**config.mk**
```make
export PLATFORM = sky130hd
export DESIGN_NAME = fm_timer_top
export DESIGN_NICKNAME = d
export VERILOG_FILES = /design/src/hw/fm_timer_pkg.sv /design/src/hw/fm_bus_regs.sv /design/src/hw/fm_timer.sv /design/src/hw/fm_status.sv /design/src/hw/fm_timer_top.sv
export VERILOG_INCLUDE_DIRS = /design/src /design/src/include
export SDC_FILE = /design/constraint.sdc
export NUM_CORES = 1
export LEC_CHECK = 0
export BUFFER_PORTS_ARGS = -buffer_cell sky130_fd_sc_hd__buf_2
export CAP_MARGIN = 20
export CORE_MARGIN = 5
export CORE_UTILIZATION = 56
export CTS_BUF_LIST = sky130_fd_sc_hd__clkbuf_8
export CTS_CLUSTER_SIZE = 25
export DETAILED_ROUTE_END_ITERATION = 8
export GPL_TIMING_DRIVEN = 0
export PLACE_DENSITY_LB_ADDON = 0.12
export RECOVER_POWER = 100
export SLEW_MARGIN = 0
export SYNTH_ARGS = -nofsm -noshare
export SYNTH_HDL_FRONTEND = slang
export SYNTH_SLANG_ARGS = --single-unit
```
**constraint.sdc**
```tcl
create_clock -name clk -period 1.63 [get_ports clk]
set_clock_uncertainty 0.05 [all_clocks]
set_input_delay 0.326 -clock clk [delete_from_list [all_inputs] [get_ports clk]]
set_output_delay 0.326 -clock clk [all_outputs]
set_load 0.005 [all_outputs]
```
**src/include/fm_timer_settings.svh**
```systemverilog
`ifndef FM_TIMER_SETTINGS_SVH
`define FM_TIMER_SETTINGS_SVH

// Register map, first bank only
`define FM_REG_TIMER_A_HI 8'h24     // Value bits 9..2
`define FM_REG_TIMER_A_LO 8'h25     // Value bits 1..0
`define FM_REG_TIMER_B    8'h26
`define FM_REG_TIMER_CTRL 8'h27
`define FM_REG_DAC_DATA   8'h2A     // Code bits 8..1
`define FM_REG_DAC_CTRL   8'h2B
`define FM_REG_DAC_LSB    8'h2C     // Code bit 0

// Bit positions in the timer control register
`define FM_CTRL_LOAD_A 0
`define FM_CTRL_LOAD_B 1
`define FM_CTRL_IRQ_A  2
`define FM_CTRL_IRQ_B  3
`define FM_CTRL_CLR_A  4
`define FM_CTRL_CLR_B  5

// DAC bit positions
`define FM_DAC_EN_BIT  7            // In register 0x2B
`define FM_DAC_LSB_BIT 3            // In register 0x2C

// Timing
`define FM_BUSY_CYCLES 8            // Clock cycles busy after a data write
`define FM_TIMER_A_DIV 3            // Cen pulses per timer A step
`define FM_TIMER_B_DIV 48           // 16 times timer A

`endif

```
**src/hw/fm_timer_pkg.sv**
```systemverilog
package fm_timer_pkg;

    typedef logic [7:0] bus_data_t;         // Host bus byte
    typedef logic [7:0] reg_addr_t;         // Internal register address
    typedef logic [9:0] timer_a_val_t;      // Timer A start value
    typedef logic [7:0] timer_b_val_t;      // Timer B start value
    typedef logic [8:0] pcm_code_t;         // Offset binary DAC code
    typedef logic signed [8:0] pcm_sample_t;

    // Timer control from register 0x27
    typedef struct packed {
        logic load_a;
        logic load_b;
        logic irq_en_a;
        logic irq_en_b;
        logic clr_a;    // One cycle pulse
        logic clr_b;    // One cycle pulse
    } timer_ctrl_t;

    typedef struct packed {
        timer_a_val_t value_a;
        timer_b_val_t value_b;
    } timer_cfg_t;

    // DAC path
    typedef struct packed {
        logic      dac_en;
        pcm_code_t code;
    } pcm_reg_t;

    // Busy window after a data write
    typedef enum logic {
        BUS_IDLE,
        BUS_BUSY
    } busy_state_t;

endpackage

```
**src/hw/fm_bus_regs.sv**
```systemverilog
`include "fm_timer_settings.svh"

module fm_bus_regs (
    input  logic                      clk,
    input  logic                      reset,
    input  fm_timer_pkg::bus_data_t   din,
    input  logic                      a0,
    input  logic                      cs_n,
    input  logic                      wr_n,
    output fm_timer_pkg::timer_ctrl_t ctrl,
    output fm_timer_pkg::timer_cfg_t  cfg,
    output fm_timer_pkg::pcm_reg_t    pcm,
    output logic                      busy
);

    localparam int cnt_w = $clog2(`FM_BUSY_CYCLES + 1);

    logic                      write;
    logic                      addr_wr;
    logic                      data_wr;
    fm_timer_pkg::reg_addr_t   addr_q;
    fm_timer_pkg::busy_state_t state;
    logic [cnt_w-1:0]          busy_cnt;

    assign write   = !cs_n && !wr_n;
    assign addr_wr = write && !a0;     // a0 low selects the address port
    assign data_wr = write && a0;

    // Register address stays until the next address write
    always_ff @(posedge clk) begin
        if (reset) begin
            addr_q <= '0;
        end else if (addr_wr) begin
            addr_q <= din;
        end
    end

    // Data write decode
    always_ff @(posedge clk) begin
        if (reset) begin
            ctrl <= '0;
            cfg  <= '0;
            pcm  <= '0;
        end else begin
            ctrl.clr_a <= 1'b0;        // Flag resets last one cycle
            ctrl.clr_b <= 1'b0;
            if (data_wr) begin
                case (addr_q)
                    `FM_REG_TIMER_A_HI: begin
                        cfg.value_a[9:2] <= din;
                    end
                    `FM_REG_TIMER_A_LO: begin
                        cfg.value_a[1:0] <= din[1:0];
                    end
                    `FM_REG_TIMER_B: begin
                        cfg.value_b <= din;
                    end
                    `FM_REG_TIMER_CTRL: begin
                        ctrl.load_a   <= din[`FM_CTRL_LOAD_A];
                        ctrl.load_b   <= din[`FM_CTRL_LOAD_B];
                        ctrl.irq_en_a <= din[`FM_CTRL_IRQ_A];
                        ctrl.irq_en_b <= din[`FM_CTRL_IRQ_B];
                        ctrl.clr_a    <= din[`FM_CTRL_CLR_A];
                        ctrl.clr_b    <= din[`FM_CTRL_CLR_B];
                    end
                    `FM_REG_DAC_DATA: begin
                        pcm.code[8:1] <= din;
                    end
                    `FM_REG_DAC_CTRL: begin
                        pcm.dac_en <= din[`FM_DAC_EN_BIT];
                    end
                    `FM_REG_DAC_LSB: begin
                        pcm.code[0] <= din[`FM_DAC_LSB_BIT];
                    end
                    default: begin
                        // Registers outside the timer and DAC map are ignored
                    end
                endcase
            end
        end
    end

    // Busy window
    // Any data write starts or restarts the count, the host is never held off
    always_ff @(posedge clk) begin
        if (reset) begin
            state    <= fm_timer_pkg::BUS_IDLE;
            busy_cnt <= '0;
        end else if (data_wr) begin
            state    <= fm_timer_pkg::BUS_BUSY;
            busy_cnt <= cnt_w'(`FM_BUSY_CYCLES - 1);
        end else begin
            case (state)
                fm_timer_pkg::BUS_BUSY: begin
                    if (busy_cnt == '0) begin
                        state <= fm_timer_pkg::BUS_IDLE;  // Last busy cycle
                    end else begin
                        busy_cnt <= busy_cnt - 1'b1;
                    end
                end
                default: begin
                    busy_cnt <= '0;
                end
            endcase
        end
    end

    assign busy = (state == fm_timer_pkg::BUS_BUSY);

endmodule

```
**src/hw/fm_timer.sv**
```systemverilog
module fm_timer #(
    parameter int width = 10,
    parameter int div   = 3
) (
    input  logic             clk,
    input  logic             reset,
    input  logic             cen,
    input  logic             load,
    input  logic [width-1:0] start_value,
    output logic             overflow
);

    localparam int presc_w = $clog2(div + 1);

    logic               load_q;
    logic               load_rise;
    logic               tick;
    logic [presc_w-1:0] presc;
    logic [width-1:0]   cnt;

    assign load_rise = load && !load_q;
    // One step every div cen pulses
    assign tick = cen && (presc == presc_w'(div - 1));

    always_ff @(posedge clk) begin
        if (reset) begin
            load_q <= 1'b0;
        end else begin
            load_q <= load;
        end
    end

    // Prescaler restarts with every load so the period starts clean
    always_ff @(posedge clk) begin
        if (reset) begin
            presc <= '0;
        end else if (load_rise) begin
            presc <= '0;
        end else if (load && cen) begin
            presc <= tick ? '0 : presc + 1'b1;
        end
    end

    // Up counter, reloads from the start value when it wraps
    always_ff @(posedge clk) begin
        if (reset) begin
            cnt      <= '0;
            overflow <= 1'b0;
        end else begin
            overflow <= 1'b0;
            if (load_rise) begin
                cnt <= start_value;
            end else if (load && tick) begin
                if (&cnt) begin
                    cnt      <= start_value;
                    overflow <= 1'b1;   // Single cycle pulse
                end else begin
                    cnt <= cnt + 1'b1;
                end
            end
        end
    end

endmodule

```
**src/hw/fm_status.sv**
```systemverilog
module fm_status (
    input  logic                      clk,
    input  logic                      reset,
    input  fm_timer_pkg::timer_ctrl_t ctrl,
    input  logic                      overflow_a,
    input  logic                      overflow_b,
    input  logic                      busy,
    input  fm_timer_pkg::pcm_reg_t    pcm,
    output fm_timer_pkg::bus_data_t   dout,
    output logic                      irq_n,
    output fm_timer_pkg::pcm_sample_t pcm_out
);

    logic flag_a;
    logic flag_b;

    // Clear has priority over a new overflow
    always_ff @(posedge clk) begin
        if (reset) begin
            flag_a <= 1'b0;
        end else if (ctrl.clr_a) begin
            flag_a <= 1'b0;
        end else if (overflow_a) begin
            flag_a <= 1'b1;
        end
    end

    always_ff @(posedge clk) begin
        if (reset) begin
            flag_b <= 1'b0;
        end else if (ctrl.clr_b) begin
            flag_b <= 1'b0;
        end else if (overflow_b) begin
            flag_b <= 1'b1;
        end
    end

    // Flags stay set with the enable off, only the interrupt line is masked
    assign irq_n = !((flag_a && ctrl.irq_en_a) || (flag_b && ctrl.irq_en_b));

    // Status byte
    assign dout = {busy, 5'b0, flag_b, flag_a};

    // Offset binary to two's complement by flipping the sign bit
    always_comb begin
        if (pcm.dac_en) begin
            pcm_out = fm_timer_pkg::pcm_sample_t'({~pcm.code[8], pcm.code[7:0]});
        end else begin
            pcm_out = '0;   // DAC off is silence
        end
    end

endmodule

```
**src/hw/fm_timer_top.sv**
```systemverilog
`include "fm_timer_settings.svh"

module fm_timer_top (
    input  logic                      clk,
    input  logic                      reset,
    input  logic                      cen,      // Timer time base
    input  fm_timer_pkg::bus_data_t   din,
    input  logic                      a0,
    input  logic                      cs_n,
    input  logic                      wr_n,
    output fm_timer_pkg::bus_data_t   dout,
    output logic                      irq_n,
    output fm_timer_pkg::pcm_sample_t pcm_out
);

    fm_timer_pkg::timer_ctrl_t ctrl;
    fm_timer_pkg::timer_cfg_t  cfg;
    fm_timer_pkg::pcm_reg_t    pcm;
    logic                      busy;
    logic                      overflow_a;
    logic                      overflow_b;

    fm_bus_regs u_regs (
        .clk    ( clk    ),
        .reset  ( reset  ),
        .din    ( din    ),
        .a0     ( a0     ),
        .cs_n   ( cs_n   ),
        .wr_n   ( wr_n   ),
        .ctrl   ( ctrl   ),
        .cfg    ( cfg    ),
        .pcm    ( pcm    ),
        .busy   ( busy   )
    );

    fm_timer #(.width(10), .div(`FM_TIMER_A_DIV)) u_timer_a (
        .clk         ( clk         ),
        .reset       ( reset       ),
        .cen         ( cen         ),
        .load        ( ctrl.load_a ),
        .start_value ( cfg.value_a ),
        .overflow    ( overflow_a  )
    );

    // Timer B runs 16 times slower
    fm_timer #(.width(8), .div(`FM_TIMER_B_DIV)) u_timer_b (
        .clk         ( clk         ),
        .reset       ( reset       ),
        .cen         ( cen         ),
        .load        ( ctrl.load_b ),
        .start_value ( cfg.value_b ),
        .overflow    ( overflow_b  )
    );

    fm_status u_status (
        .clk        ( clk        ),
        .reset      ( reset      ),
        .ctrl       ( ctrl       ),
        .overflow_a ( overflow_a ),
        .overflow_b ( overflow_b ),
        .busy       ( busy       ),
        .pcm        ( pcm        ),
        .dout       ( dout       ),
        .irq_n      ( irq_n      ),
        .pcm_out    ( pcm_out    )
    );

endmodule

```
==> results.md <==
* Outcome: complete, but fails checks
* Place WS at -206 ps
* PnR worst setup slack at -95.7 ps
* Die Wd at 92.0 µm
* Critical register-to-register path startpoint: u_regs.ctrl[5]$_SDFFE_PP0P_
* YS warnings at 0
* Final min period at 1730 ps
* Total wire length at 9710 µm
* Type of the worst setup path: flop to flop
* Num ports at 32
* Max-cap check violation count at 0
* Overflow after GRT at 0
* Post-Syn Area at 3760 µm²
* Count of flip-flops with a built-in enable after synthesis at 0
* Worst hold path startpoint: a0
* Cell types with the highest counts after synthesis: dfxtp_1 (79), nor2_1 (56), mux2i_1 (43)
* Hold Crit Class: primary input to flop
* Global routing usage summed across all routing layers at 22.1%
* Share of Yosys cell area claimed by the top area cell type at 42.0%
* Power density over the cells at 804 nW/µm²
* Post-route DRC at 0
* Dominant cells by area after synthesis: dfxtp_1 (42%), mux2i_1 (11%), nor2_1 (5.6%)
* Wire per inst at 17.5 µm
* Starting Density at 58.3%
* Die H at 92.0 µm
* Sort of element at the start of the critical path: flop
* FILL cells at 489
* Count of state elements after synthesis at 79
* Failing checks: setup timing
* Std cell rows at 29
* Unrepaired setup endpoints after global routing: true
* Peak fanout along the critical path at 9
* Estimated wirelength of the detail-placed design at 6170 µm
* Via-to-Cell Ratio at 5.99
* Maximum clock rate at 0.579 GHz
* CTS tree: built
* Slew Limit Fails at 0
* Cell-internal power at 2.86 mW
* Final-layout setup total negative slack at -143 ps
* Number of buffers between clock root and the deepest sink at 2
* Setup Viol. Count Final at 2
* Die Area at 8460 µm²
* Part of the Yosys area used for sequential elements at 42.0%
* Sequential power share at 52.6%
* Worst-Margin Slew at 803 ps
* Port Buf Inserts at 25
* Share of final-layout standard cells stronger than drive strength 1 at 27.2%
* Number of clock buffers inserted by TritonCTS at 9
* Maximum number of pins on one net before global-route repair at 14
* Worst Setup SP: u_regs.ctrl[5]$_SDFFE_PP0P_
* Most frequent cell after synthesis: dfxtp_1
* Share of total power consumed by net switching at 23.2%
* Area overhead of the layout relative to synthesis at 23.0%
* Data required time of the critical path at 1800 ps
* Net total in the final layout at 492
* Worst setup EP type: flop
* Number of global-route vias before repair at 3139
* Normalized max-slew margin at 46.2%
* Source-to-sink clock delay at the later pin of the worst-skew pair at 350 ps
* Starting DRT DRC Count at 151
* Final GP Congestion at 0.916
* Clock slew at reported path FFs at 80 ps
* Combinational power share at 4.9%
* Post-synthesis cell type count at 68
* H-tree level count at 3
* Power dissipated by switching net loads at 0.862 mW
* Worst Path Arrival at 1900 ps
* Clock network power share at 42.4%
* Number of iterations in the first detailed-routing pass at 5
* Post-synth top area cell: dfxtp_1
* Initial antenna violation count at 0
* Number of sinks on the clock net at 79
* Core Box Area at 6460 µm²
* Async S/R FF share, synth at 0%
* Hold Fails Final Rpt at 0
* Peak VDD IR at 0.598 mV
* First-pass GRT wire length at 15200 µm
* Antenna diode count at 0
* Mapped Cells at 405
* ANT nets after route at 0
* Via count at 3322
* Top_reg_cell synth: dfxtp_1
* Post-route fraction of the period consumed by the critical path at 106%
* Synth Area per Inst at 9.29 µm²
* Root buffer cell: clkbuf_8
* Static leakage at 1.89 nW
## registers in the layout, indices dropped and copies added (netlist names), 2 cells and up
name and count:
u_timer_a.presc 2, u_regs.cfg 18, u_timer_b.cnt 8, u_timer_b.presc 6, u_regs.busy_cnt 4, u_regs.ctrl 6, u_regs.addr_q 8, u_timer_a.cnt 10
u_regs.pcm 10
## worst paths after layout
kind | to | slack [ps] | cells after the start
worst max-delay path | u_timer_a.cnt[6]$_SDFFE_PP0P_ | -100 | 5
worst min-delay path | u_regs.busy_cnt[3]$_SDFFE_PP0P_ | 200 | 2
worst max register to register | u_timer_a.cnt[6]$_SDFFE_PP0P_ | -100 | 5
worst min register to register | u_status.flag_b$_SDFFE_PP0P_ | 340 | 1
## metal layers
metal | vias up | wire, µm | GRT usage, % | share of wire, %
li1 | 1604 | - | - | -
met1 | 1564 | 4470 | 30.2 | 46
met2 | 134 | 4500 | 34.7 | 46
met3 | 20 | 598 | 3.52 | 6.2
met4 | 0 | 150 | 9.78 | 1.5
met5 | - | 0 | 0 | 0
## through the flow
| step | cell area (µm²) | cells | hold WS (ps) | total power [mW] | utilization [%] |
|---|---|---|---|---|---|
| 3_3_place_gp | 4000 | 511 | 332 | 2.17 | 61.9 |
| 3_5_place_dp | 4000 | 511 | 330 | 2.18 | 61.9 |
| 2_1_floorplan | 3780 | 409 | 323 | 2.10 | - |
| 4_1_cts | 4390 | 537 | 188 | 3.74 | 67.9 |
| 6_report | 4630 | 555 | 200 | 3.72 | 71.7 |
| 5_1_grt | 4630 | 555 | 207 | 3.83 | 71.7 |
## kinds of logic after synthesis
| family | after synthesis | synth area share [%] |
|---|---|---|
| and+or+nand+nor | 168 | 25.4 |
| DFF | 79 | 42.0 |
| AOI/OAI and AO/OA | 66 | 12.8 |
| muxes | 43 | 11.4 |
| buffers and inverters | 36 | 5.05 |
| xor gates and xnor gates | 8 | 1.86 |
| adders and majority gates | 4 | 1.33 |
| other | 1 | 0.0996 |
## power by group through the flow
stage	clock network (mW)	registers, mW	logic (mW)
after global placement	0	2.01	0.165
after global routing	1.67	1.96	0.198
after CTS	1.60	1.96	0.178
after detailed placement	0	2.01	0.169
after floorplan	0	2.00	0.101
final	1.58	1.96	0.183
## critical path, stage by stage (launching register included)
cell and delay [ps]:
dfxtp_1 310, buf_2 230, nand4b_4 210, or3_1 420
o21ai_0 250, a221oi_1 120
## what timing repair did
item                                    4_1_cts  5_1_grt
gates resized for setup                      22       40
endpoints found under the setup margin       55       47
setup buffers                                12       18
pin swaps                                     7       14
hold buffers                                  0        0
## layout by cell type (no fill, tap or decap), types with 5 or more instances in the layout
| master | count |
|---|---|
| inv_1 | 11 |
| xor2_1 | 5 |
| mux2i_1 | 42 |
| conb_1 | 5 |
| buf_4 | 36 |
| clkbuf_1 | 13 |
| nor2_1 | 54 |
| a21oi_1 | 17 |
| o21ai_0 | 7 |
| and2_1 | 7 |
| dfxtp_2 | 10 |
| nand2_1 | 18 |
| nand4_1 | 9 |
| a31oi_1 | 5 |
| and2_0 | 6 |
| dfxtp_1 | 65 |
| clkbuf_8 | 9 |
| buf_2 | 22 |
| nand3_1 | 8 |
| nor3_1 | 12 |
## area by class of cell
cell class	instances	area (µm²)	area share (%)
Multi-Input combinational cell	294	2170	47.0
Buffer	23	148	3.19
Sequential cell	79	1610	34.8
Tap cell	77	96.3	2.08
Clock inverter	6	86.3	1.87
Timing Repair Buffer	55	343	7.41
Clock buffer	9	124	2.68
Inverter	12	48.8	1.05
Note: power is estimated with default switching activity, not from simulation.
